**src/sata_pkg.sv**
```systemverilog
// SATA transmit definitions
package sata_pkg;

  // One 32-bit bus word
  typedef logic [31:0] dword_t;

  // Dword 0 of a Register H2D FIS, fis_type sits in byte 0 on the wire
  typedef struct packed {
    logic [7:0] features_lo;
    logic [7:0] command;
    // Bit 7 is C, low nibble is the port multiplier
    logic [7:0] flags;
    logic [7:0] fis_type;
  } fis_hdr_t;

  // Header fields on write, raw word on read
  typedef union packed {
    dword_t   raw;
    fis_hdr_t hdr;
  } fis_dword_t;

  // FIS type and flag values
  localparam logic [7:0] FIS_TYPE_REG_H2D = 8'h27;
  localparam logic [7:0] FIS_C_BIT        = 8'h80;

  // Register H2D FIS length in dwords
  localparam int unsigned FIS_DWORDS = 5;

  // Primitives, K28.3 in byte 0
  // SYNC  = K28.3 D21.4 D21.5 D21.5
  localparam dword_t PRIM_SYNC  = 32'hB5B5_957C;
  // SOF   = K28.3 D21.5 D23.1 D23.1
  localparam dword_t PRIM_SOF   = 32'h3737_B57C;
  // EOF   = K28.3 D21.5 D21.6 D21.6
  localparam dword_t PRIM_EOF   = 32'hD5D5_B57C;
  // HOLD  = K28.3 D10.5 D21.6 D21.6
  localparam dword_t PRIM_HOLD  = 32'hD5D5_AA7C;
  // HOLDA = K28.3 D10.5 D21.4 D21.4
  localparam dword_t PRIM_HOLDA = 32'h9595_AA7C;

  // Frame CRC seed and generator polynomial
  localparam dword_t CRC_INIT = 32'h5232_5032;
  localparam dword_t CRC_POLY = 32'h04C1_1DB7;

endpackage

```
**src/sata_h2d_fis_builder.sv**
```systemverilog
// Register H2D FIS builder
module sata_h2d_fis_builder (
  input  logic             clk,
  input  logic             rst_n,

  // User command
  input  logic             send_user_command_stb,
  input  logic [7:0]       hard_drive_command,
  input  logic [15:0]      user_features,
  input  logic [47:0]      sector_address,
  input  logic [15:0]      sector_count,
  input  logic [7:0]       device,
  output logic             sata_ready,

  // Buffer write side
  input  logic             full,
  output logic             wr_en,
  output sata_pkg::dword_t wr_data,
  output logic             wr_last
);
  import sata_pkg::*;

  logic        busy;
  logic [2:0]  word_cnt;
  logic        last_word;

  // Captured command fields
  logic [7:0]  command_q;
  logic [15:0] features_q;
  logic [47:0] lba_q;
  logic [15:0] count_q;
  logic [7:0]  device_q;

  fis_dword_t  hdr_word;

  assign last_word = (word_cnt == 3'(FIS_DWORDS - 1));

  always_ff @(posedge clk or negedge rst_n) begin
    if (!rst_n) begin
      busy     <= 1'b0;
      word_cnt <= '0;
    end else if (!busy) begin
      if (send_user_command_stb) begin
        busy     <= 1'b1;
        word_cnt <= '0;
      end
    end else if (!full) begin
      // One dword leaves per cycle with room in the buffer
      if (last_word) begin
        busy     <= 1'b0;
        word_cnt <= '0;
      end else begin
        word_cnt <= word_cnt + 3'd1;
      end
    end
  end

  always_ff @(posedge clk) begin
    if (!busy && send_user_command_stb) begin
      command_q  <= hard_drive_command;
      features_q <= user_features;
      lba_q      <= sector_address;
      count_q    <= sector_count;
      device_q   <= device;
    end
  end

  // Dword 0 through the header view
  always_comb begin
    hdr_word                 = '0;
    hdr_word.hdr.fis_type    = FIS_TYPE_REG_H2D;
    hdr_word.hdr.flags       = FIS_C_BIT;
    hdr_word.hdr.command     = command_q;
    hdr_word.hdr.features_lo = features_q[7:0];
  end

  always_comb begin
    case (word_cnt)
      3'd0:    wr_data = hdr_word.raw;
      3'd1:    wr_data = {device_q, lba_q[23:0]};
      3'd2:    wr_data = {features_q[15:8], lba_q[47:24]};
      3'd3:    wr_data = {16'h0000, count_q};
      default: wr_data = '0;
    endcase
  end

  assign wr_en      = busy & ~full;
  assign wr_last    = last_word;
  assign sata_ready = ~busy;

  // Ready returns only right after the closing dword is written
  a_ready_after_last: assert property (
    @(posedge clk) disable iff (!rst_n) $rose(sata_ready) |-> $past(wr_en && wr_last)
  ) else $error("sata_ready rose without a completed FIS");

endmodule

```
**src/sata_tx_fifo.sv**
```systemverilog
// Transmit dword FIFO
module sata_tx_fifo #(
  parameter int FIFO_DEPTH = 8
) (
  input  logic             clk,
  input  logic             rst_n,

  // Write side
  input  logic             wr_en,
  input  sata_pkg::dword_t wr_data,
  input  logic             wr_last,
  output logic             full,

  // Read side, head entry shown without a read
  input  logic             rd_en,
  output sata_pkg::dword_t rd_data,
  output logic             rd_last,
  output logic             empty
);
  import sata_pkg::*;

  localparam int AW = (FIFO_DEPTH > 1) ? $clog2(FIFO_DEPTH) : 1;
  localparam int CW = $clog2(FIFO_DEPTH + 1);

  dword_t        mem_data [FIFO_DEPTH];
  logic          mem_last [FIFO_DEPTH];
  logic [AW-1:0] wr_ptr;
  logic [AW-1:0] rd_ptr;
  logic [CW-1:0] count;
  logic          wr_ok;
  logic          rd_ok;

  assign wr_ok = wr_en & ~full;
  assign rd_ok = rd_en & ~empty;

  always_ff @(posedge clk or negedge rst_n) begin
    if (!rst_n) begin
      wr_ptr <= '0;
      rd_ptr <= '0;
      count  <= '0;
    end else begin
      if (wr_ok) begin
        wr_ptr <= (wr_ptr == AW'(FIFO_DEPTH - 1)) ? '0 : wr_ptr + AW'(1);
      end
      if (rd_ok) begin
        rd_ptr <= (rd_ptr == AW'(FIFO_DEPTH - 1)) ? '0 : rd_ptr + AW'(1);
      end
      // Occupancy only moves when one side acts alone
      case ({wr_ok, rd_ok})
        2'b10:   count <= count + CW'(1);
        2'b01:   count <= count - CW'(1);
        default: count <= count;
      endcase
    end
  end

  always_ff @(posedge clk) begin
    if (wr_ok) begin
      mem_data[wr_ptr] <= wr_data;
      mem_last[wr_ptr] <= wr_last;
    end
  end

  assign rd_data = mem_data[rd_ptr];
  assign rd_last = mem_last[rd_ptr];
  assign full    = (count == CW'(FIFO_DEPTH));
  assign empty   = (count == '0);

  a_no_overflow: assert property (
    @(posedge clk) disable iff (!rst_n) wr_en |-> !full
  ) else $error("FIFO write while full");

  a_no_underflow: assert property (
    @(posedge clk) disable iff (!rst_n) rd_en |-> !empty
  ) else $error("FIFO read while empty");

endmodule

```
**src/sata_link_tx.sv**
```systemverilog
// Link layer transmitter
module sata_link_tx (
  input  logic             clk,
  input  logic             rst_n,

  // FIFO read side
  input  sata_pkg::dword_t rd_data,
  input  logic             rd_last,
  input  logic             empty,
  output logic             rd_en,

  // Remote side asks to pause data
  input  logic             remote_hold,

  // Toward the PHY
  output sata_pkg::dword_t tx_dout,
  output logic             tx_isk
);
  import sata_pkg::*;

  localparam logic [1:0] ST_IDLE = 2'd0;
  localparam logic [1:0] ST_DATA = 2'd1;
  localparam logic [1:0] ST_CRC  = 2'd2;
  localparam logic [1:0] ST_EOF  = 2'd3;

  logic [1:0] state;
  dword_t     crc;

  // CRC-32 over one dword, MSB first, no reflection
  function automatic dword_t crc32_step(input dword_t crc_in, input dword_t data);
    dword_t c;
    logic   fb;
    c = crc_in;
    for (int i = 31; i >= 0; i--) begin
      fb = c[31] ^ data[i];
      c  = {c[30:0], 1'b0};
      if (fb) begin
        c = c ^ CRC_POLY;
      end
    end
    return c;
  endfunction

  // Pop only when a data dword actually goes out
  assign rd_en = (state == ST_DATA) && !remote_hold && !empty;

  always_ff @(posedge clk or negedge rst_n) begin
    if (!rst_n) begin
      state   <= ST_IDLE;
      tx_dout <= PRIM_SYNC;
      tx_isk  <= 1'b1;
      crc     <= CRC_INIT;
    end else begin
      case (state)
        ST_IDLE: begin
          tx_isk <= 1'b1;
          // At least one SYNC since the last EOF before a new SOF
          if (!empty && tx_dout == PRIM_SYNC) begin
            tx_dout <= PRIM_SOF;
            crc     <= CRC_INIT;
            state   <= ST_DATA;
          end else begin
            tx_dout <= PRIM_SYNC;
          end
        end

        ST_DATA: begin
          if (remote_hold) begin
            tx_dout <= PRIM_HOLDA;
            tx_isk  <= 1'b1;
          end else if (empty) begin
            // Buffer ran dry mid frame
            tx_dout <= PRIM_HOLD;
            tx_isk  <= 1'b1;
          end else begin
            tx_dout <= rd_data;
            tx_isk  <= 1'b0;
            crc     <= crc32_step(crc, rd_data);
            if (rd_last) begin
              state <= ST_CRC;
            end
          end
        end

        ST_CRC: begin
          // Includes the last data dword
          tx_dout <= crc;
          tx_isk  <= 1'b0;
          state   <= ST_EOF;
        end

        default: begin
          tx_dout <= PRIM_EOF;
          tx_isk  <= 1'b1;
          state   <= ST_IDLE;
        end
      endcase
    end
  end

  // Only primitives leave the link between frames
  a_idle_is_primitive: assert property (
    @(posedge clk) disable iff (!rst_n) (state == ST_IDLE) |-> tx_isk
  ) else $error("Data dword on the wire while the link is idle");

endmodule

```
**src/sata_tx_stack.sv**
```systemverilog
// SATA host transmit stack
module sata_tx_stack #(
  parameter int FIFO_DEPTH = 8
) (
  input  logic             clk,
  input  logic             rst_n,

  // User command
  input  logic             send_user_command_stb,
  input  logic [7:0]       hard_drive_command,
  input  logic [15:0]      user_features,
  input  logic [47:0]      sector_address,
  input  logic [15:0]      sector_count,
  input  logic [7:0]       device,
  output logic             sata_ready,

  // Remote flow control
  input  logic             remote_hold,

  // Platform transmit
  output sata_pkg::dword_t tx_dout,
  output logic             tx_isk
);
  import sata_pkg::*;

  // Builder to FIFO
  logic   wr_en;
  dword_t wr_data;
  logic   wr_last;
  logic   full;

  // FIFO to link
  dword_t rd_data;
  logic   rd_last;
  logic   empty;
  logic   rd_en;

  sata_h2d_fis_builder u_builder (
    .clk                  (clk),
    .rst_n                (rst_n),
    .send_user_command_stb(send_user_command_stb),
    .hard_drive_command   (hard_drive_command),
    .user_features        (user_features),
    .sector_address       (sector_address),
    .sector_count         (sector_count),
    .device               (device),
    .sata_ready           (sata_ready),
    .full                 (full),
    .wr_en                (wr_en),
    .wr_data              (wr_data),
    .wr_last              (wr_last)
  );

  sata_tx_fifo #(
    .FIFO_DEPTH(FIFO_DEPTH)
  ) u_fifo (
    .clk    (clk),
    .rst_n  (rst_n),
    .wr_en  (wr_en),
    .wr_data(wr_data),
    .wr_last(wr_last),
    .full   (full),
    .rd_en  (rd_en),
    .rd_data(rd_data),
    .rd_last(rd_last),
    .empty  (empty)
  );

  sata_link_tx u_link (
    .clk        (clk),
    .rst_n      (rst_n),
    .rd_data    (rd_data),
    .rd_last    (rd_last),
    .empty      (empty),
    .rd_en      (rd_en),
    .remote_hold(remote_hold),
    .tx_dout    (tx_dout),
    .tx_isk     (tx_isk)
  );

endmodule

```
**config.mk**
```make
export PLATFORM = sky130hd
export DESIGN_NAME = sata_tx_stack
export DESIGN_NICKNAME = d
export VERILOG_FILES = /design/src/sata_pkg.sv /design/src/sata_h2d_fis_builder.sv /design/src/sata_tx_fifo.sv /design/src/sata_link_tx.sv /design/src/sata_tx_stack.sv
export SDC_FILE = /design/constraint.sdc
export NUM_CORES = 1
export LEC_CHECK = 0
export BUFFER_PORTS_ARGS = -buffer_cell sky130_fd_sc_hd__buf_2
export CORE_MARGIN = 10
export CORE_UTILIZATION = 40
export CTS_CLUSTER_SIZE = 30
export DETAILED_ROUTE_END_ITERATION = 8
export PLACE_DENSITY_LB_ADDON = 0.2
export SLEW_MARGIN = 10
export SYNTH_ARGS = -nofsm -noshare
export SYNTH_HDL_FRONTEND = slang
export SYNTH_SLANG_ARGS = --single-unit
```
**constraint.sdc**
```tcl
create_clock -name clk -period 7 [get_ports clk]
set_clock_uncertainty 0.2 [all_clocks]
set_input_delay 2.1 -clock clk [delete_from_list [all_inputs] [get_ports clk]]
set_output_delay 2.1 -clock clk [all_outputs]
set_load 0.01 [all_outputs]
```
# == After elaboration in Yosys (flattened, before gate mapping) ==
# Memory sizes are Yosys's and may differ from the RTL's.
# Cells that the tools add are included.
# word_totals
n_memories,2
latchBits,0
output_inout_bits,34
wordCells,279
in_bits,100
reg_bits,177
mem_bits_ro,0
ram_bits,264
# classes
addsub,5
mul,0
reduce_logical,16
n_bitwise,70
n_lt_le_gt_ge,0
mux,155
shift,0
n_eq_ne,17
div_mod_pow,0
# memory_table
memory,words,width,read_ports,rd_ports_with_merged_regs,wr,line,rtl
u_fifo.mem_data,8,32,1,0,1,sata_tx_fifo.sv:25,dword_t mem_data [FIFO_DEPTH];
u_fifo.mem_last,8,1,1,0,1,sata_tx_fifo.sv:26,logic mem_last [FIFO_DEPTH];
# ops
op,n
two-way mux 32 bit,99
two-way mux 27 bit,32
NOT 14 bit,32
one-hot mux 32 bit (4 select lines),1
one-hot mux 32 bit (3 select lines),1
one-hot mux 32 bit (2 select lines),1
== test 32 bit (second input constant),1
bitwise XOR 1 bit,32
two-way mux 3 bit,6
adder 3 x 1 -> 3 bit (second input constant),3
== test 3 bit (second input constant),3
two-way mux 1 bit,8
two-way mux 2 bit,4
!= test 2 bit (second input constant),4
one-hot mux 4 bit (2 select lines),1
AND reduction 4 bit,2
== test 3 x 2 -> 1 bit (second input constant),2
one-hot mux 2 bit (3 select lines),1
nonzero test 2 bit,3
adder 4 x 1 -> 4 bit (second input constant),1
== test 2 x 1 -> 1 bit (second input constant),2
== test 2 bit (second input constant),2
== test 4 bit (second input constant),1
logical AND 1 bit,4
11 further kinds,17

# == Longest topological paths before layout ==
# An unclocked memory read counts as a cell.
# depth
word_depth,161
depth_mapped,16
mapped_depth_nobuf,12

# == By module ==
# From an unflattened synthesis, not the netlist that was laid out.
# hier_totals
cells_unflattened,1149
area_unflattened_um2,20253.2
# modules_own_cells
module,cells_per_inst,area_each_um2,seq_area_each_um2,n_inst
sata_tx_fifo,451,10715.3,8177.8,1
sata_link_tx,479,5834.3,1715.4,1
sata_h2d_fis_builder,219,3703.6,2982.9,1

# == Worst setup path after synthesis ==
# No wires, ideal clock.
# synth_path
kind,register to register
startpoint,register u_fifo.count[0]
endpoint,memory u_fifo.mem_data[2][0] (netlist bit) (enable)
arrival_time_ns,4.205
required_time_ns,6.282
synth_period_minus_slack_ns,4.923
slack_ns,2.077
path_stages_with_launch,5
setup_time_ns,0.518
path_cell_list,dfrtp_1 -> nor3_1 -> nand2_1 -> nand2_1 -> nor4b_1
# synth_between
elab_chain_cells,6
# synth_lines
item,line,rtl
start: declaration,sata_tx_fifo.sv:29,logic [CW-1:0] count;
start signal: assignment,sata_tx_fifo.sv:50,2'b10: count <= count + CW'(1);
start signal: assignment,sata_tx_fifo.sv:51,2'b01: count <= count - CW'(1);
start signal: assignment,sata_tx_fifo.sv:52,default: count <= count;
== test 4 bit *,sata_tx_fifo.sv:66,assign full = (count == CW'(FIFO_DEPTH));
NOT 1 bit *,"sata_h2d_fis_builder.sv:87, sata_tx_fifo.sv:33",
bitwise AND 1 bit,sata_h2d_fis_builder.sv:87,assign wr_en = busy & ~full;
bitwise AND 1 bit *,sata_tx_fifo.sv:33,assign wr_ok = wr_en & ~full;
two-way mux 1 bit *,sata_tx_fifo.sv:58,if (wr_ok) begin
two-way mux 1 bit (implied by the code) *,sata_tx_fifo.sv:59,mem_data[wr_ptr] <= wr_data;
end: declaration,sata_tx_fifo.sv:25,
# Mark *: on every way between the ends. The rest lies on a longest branch, timed or not.

# == Worst setup path after layout ==
# layout_path
startpoint,register u_fifo.rd_ptr[0]
endpoint,register u_link.crc[14]
# layout_between
elab_chain_cells,137
# layout_lines
item,line,rtl
start: declaration,sata_tx_fifo.sv:28,logic [AW-1:0] rd_ptr;
start signal: assignment,sata_tx_fifo.sv:46,rd_ptr <= (rd_ptr == AW'(FIFO_DEPTH - 1)) ? '0 : rd_ptr + AW'(1);
memory read (8 x 32 bit) *,n/a,
bitwise XOR 1 bit,sata_link_tx.sv:35,fb = c[31] ^ data[i];
two-way mux 27 bit,sata_link_tx.sv:37,if (fb) begin
two-way mux 32 bit,sata_link_tx.sv:71,end else if (empty) begin
two-way mux 32 bit,sata_link_tx.sv:68,if (remote_hold) begin
two-way mux 32 bit,sata_link_tx.sv:54,case (state)
NOT 14 bit (no source line) or two-way mux 27 bit (tied branches),n/a,
two-way mux 27 bit or two-way mux 32 bit (tied branches),"sata_link_tx.sv:37, sata_link_tx.sv:71",
(+121 left out),n/a,
two-way mux 27 bit *,sata_link_tx.sv:37,
two-way mux 32 bit *,sata_link_tx.sv:71,
two-way mux 32 bit *,sata_link_tx.sv:68,
two-way mux 32 bit *,sata_link_tx.sv:54,
two-way mux 27 bit *,sata_link_tx.sv:37,
two-way mux 32 bit *,sata_link_tx.sv:71,
two-way mux 32 bit *,sata_link_tx.sv:68,
one-hot mux 32 bit (2 select lines) *,sata_link_tx.sv:54,
end signal: assignment,sata_link_tx.sv:78,"crc <= crc32_step(crc, rd_data);"
end: declaration,sata_link_tx.sv:27,dword_t crc;
# Mark *: on every way between the ends. The rest lies on a longest branch, timed or not. The select of a mux whose other input is x is not followed.
# A chain may end at the register's enable or synchronous reset.

==> results by group <==
Outcome
  • Outcome: finished, final reports clean

Worst setup path
  • FF-to-FF Start: u_fifo.rd_ptr[0]$_DFFE_PN0P_
  • Crit Path Max Fanout: 60
  • CP Launch Point: u_fifo.rd_ptr[0]$_DFFE_PN0P_
  • Worst reg-to-reg setup slack: between 1 and 1.5 ns
  • Worst EP required: 7.30 ns
  • WS Path Type: register to register
  • Crit start category: register
  • Worst EP arrival: 6.08 ns
  • Crit. End Element: register

Floorplan
  • Core ar.: 0.0515 mm²
  • Initial Utilization: 40.6%
  • Chip width: 249 µm
  • Die H: 249 µm
  • Die area: 0.0618 mm²
  • Top-Level Pins: approximately 130
  • Row count: 83

Synthesis
  • Cells after Synth: 1208
  • #FFs+latches synth: roughly 440
  • Post-synthesis net count: 1325
  • Avg Inst Size Synth: 17.3 µm²
  • Count of cell types in the netlist: 70
  • Mapped Area: 0.0209 mm²
  • Predominant post-synthesis flop cell: edfxtp_1
  • Register area share after synthesis: roughly three fifths
  • Post-synth ARST share: a little under a fifth
  • Synthesis Warnings: 0
  • Number of enable flip-flop cells after synthesis: 360

Route
  • WL final: 51100 µm
  • Via density: ~5.2
  • Drt drc: 0
  • Via count: about 11000
  • DR pass1 iterations: 8
  • DRT antenna net count: 0
  • DR iter-0 viols: 774
  • Routed len/inst: ~25 µm

Placed design
  • Post-DP HPWL: 34800 µm
  • Placed Cells: 1996
  • Port Buffers: around 130
  • Gpl congestion: approximately 0.93

Layout
  • P&R area growth vs syn: 14.0%
  • Nets: 1483
  • Commonest non-fill, non-tap cell in the layout: edfxtp_1
  • Commonest non-fill, non-tap cells in the layout: edfxtp_1 (360), buf_2 (132), xnor2_1 (101), nand2_1 (90), xnor3_1 (61)
  • Layout cell share with drive strength beyond 1: 28.7%
  • Final std cells w/o fill: 2081
  • Diode count: 0

Min path
  • Worst Hold Class: register to register
  • HP Start: u_fifo.count[3]$_DFFE_PN0P_

Timing
  • Least-Margin Pin Slew: 0.988 ns
  • Setup TNS: 0 ns
  • Max-slew violation count: 0
  • Rel. slew slack: about 34%
  • Fmax: 0.173 GHz
  • # setup viols final: 0
  • RSZ-0062 raised after global routing: no
  • Final Hold Violating Endpoints: 0
  • Min Hold Slack: 0.310 ns
  • Fin crit share: approximately 83%
  • Minimum clock period: 5.78 ns

Global route
  • Grt ovf: 0
  • Vias in the first global route: 11290
  • Total global-route track usage: around 16%
  • First-pass GRT wire length: 75900 µm
  • Largest net degree at the start of global routing: 61
  • Initial antenna violation count: 1

Flow run
  • Max cap viols: 0

Clock tree
  • Hold_buf cts: 0
  • Clk_lat worst skew: ~0.58 ns
  • CTS Root Cell: clkbuf_16
  • Clk sinks: about 440
  • Postcts setup bufs: 0
  • Post_cts resized: 0
  • Clock tree buffer depth: 3
  • Clk slew on worst S/H paths: ~0.07 ns
  • H-Tree Depth: 2
  • CTS tree: done
  • Inserted Clock Buffers: 48
[logic make-up (layout without fill, tap and decap cells)]
logic type / count (synthesis) / after routing / synth area share [%]
DFF: 441 / 441 / 61.6
xor gates and xnor gates: 256 / 256 / 17.9
and+or+nand+nor: 166 / 166 / 3.75
AOI/OAI and AO/OA: 141 / 141 / 5.58
muxes: 111 / 111 / 8.04
buffers and inverters: 76 / 269 / 2.04
adders and majority gates: 17 / 17 / 1.05
[Yosys cell counts, types with 26 or more instances]
cell type | number | area share (%)
mux4_2 | 42 | 4.5
edfxtp_1 | 360 | 52
inv_1 | 26 | 0.47
xnor3_1 | 61 | 6.6
nand2_1 | 90 | 1.6
dfstp_2 | 31 | 3.9
dfrtp_1 | 50 | 6.0
nor2_1 | 30 | 0.54
clkbuf_1 | 27 | 0.49
mux2_2 | 27 | 1.5
mux2i_1 | 34 | 1.6
xor2_1 | 43 | 1.8
xnor2_1 | 101 | 4.2
[final timing paths]
check	depth (start not counted)	to
max	12	u_link.crc[14]$_DFFE_PN1P_
min	1	u_fifo.count[3]$_DFFE_PN0P_
max reg2reg	12	u_link.crc[14]$_DFFE_PN1P_
min reg2reg	1	u_fifo.count[3]$_DFFE_PN0P_
max in group asynchronous	2	u_fifo.rd_ptr[0]$_DFFE_PN0P_
min in group asynchronous	1	u_builder.word_cnt[2]$_DFFE_PN0P_
[worst max-delay path: stages, from the launching register on]
cell and delay (ns):
dfrtp_4 1.01, buf_12 0.33, mux4_2 0.54, mux2_2 0.31
xor2_1 0.29, xnor3_1 0.31, xnor3_1 0.25, xnor3_2 0.36
xor3_1 0.56, xor3_2 0.54, xnor2_1 0.33, xnor3_1 0.49
o22a_1 0.17
[final cells by class]
cell class | count | area (µm²)
clock buffers | 59 | 1260
clock inverters | 26 | 205
fillers | 4511 | 27700
inverters | 27 | 103
multi-input cells | 691 | 7640
flip-flops and latches | 441 | 12900
well taps | 680 | 851
repair buffers | 157 | 873
[registers in the layout, summed over array words and instances (netlist names)]
signal,cells
u_builder.device_q,8
u_builder.features_q,16
u_fifo.mem_last,8
u_link.tx_isk,1
u_fifo.mem_data,256
u_link.crc,32
u_builder.busy,1
u_link.state,2
u_link.tx_dout,32
u_fifo.count,4
u_builder.word_cnt,3
u_builder.lba_q,48
u_fifo.rd_ptr,3
u_fifo.wr_ptr,3
u_builder.command_q,8
u_builder.count_q,16
[per-layer routing]
metal  up-vias  track usage, %  routed length, µm
li1       4924               -                  -
met1      5584            22.1              22900
met2       303            25.6              24000
met3       101            2.62               2480
met4         2            6.08               1770
met5         -               0                 18
[metrics by stage]
step	utilization, %	cell area (µm²)	worst slack, ns
2_1_floorplan	-	20900	2.08
3_3_place_gp	43.4	22300	1.11
3_5_place_dp	43.4	22400	1.19
4_1_cts	46.2	23800	1.18
5_1_grt	46.2	23800	1.01
6_report	46.2	23800	1.22
Power is not shown: default switching activity piles up to over one toggle a cycle in this logic, so the estimate is an artifact.
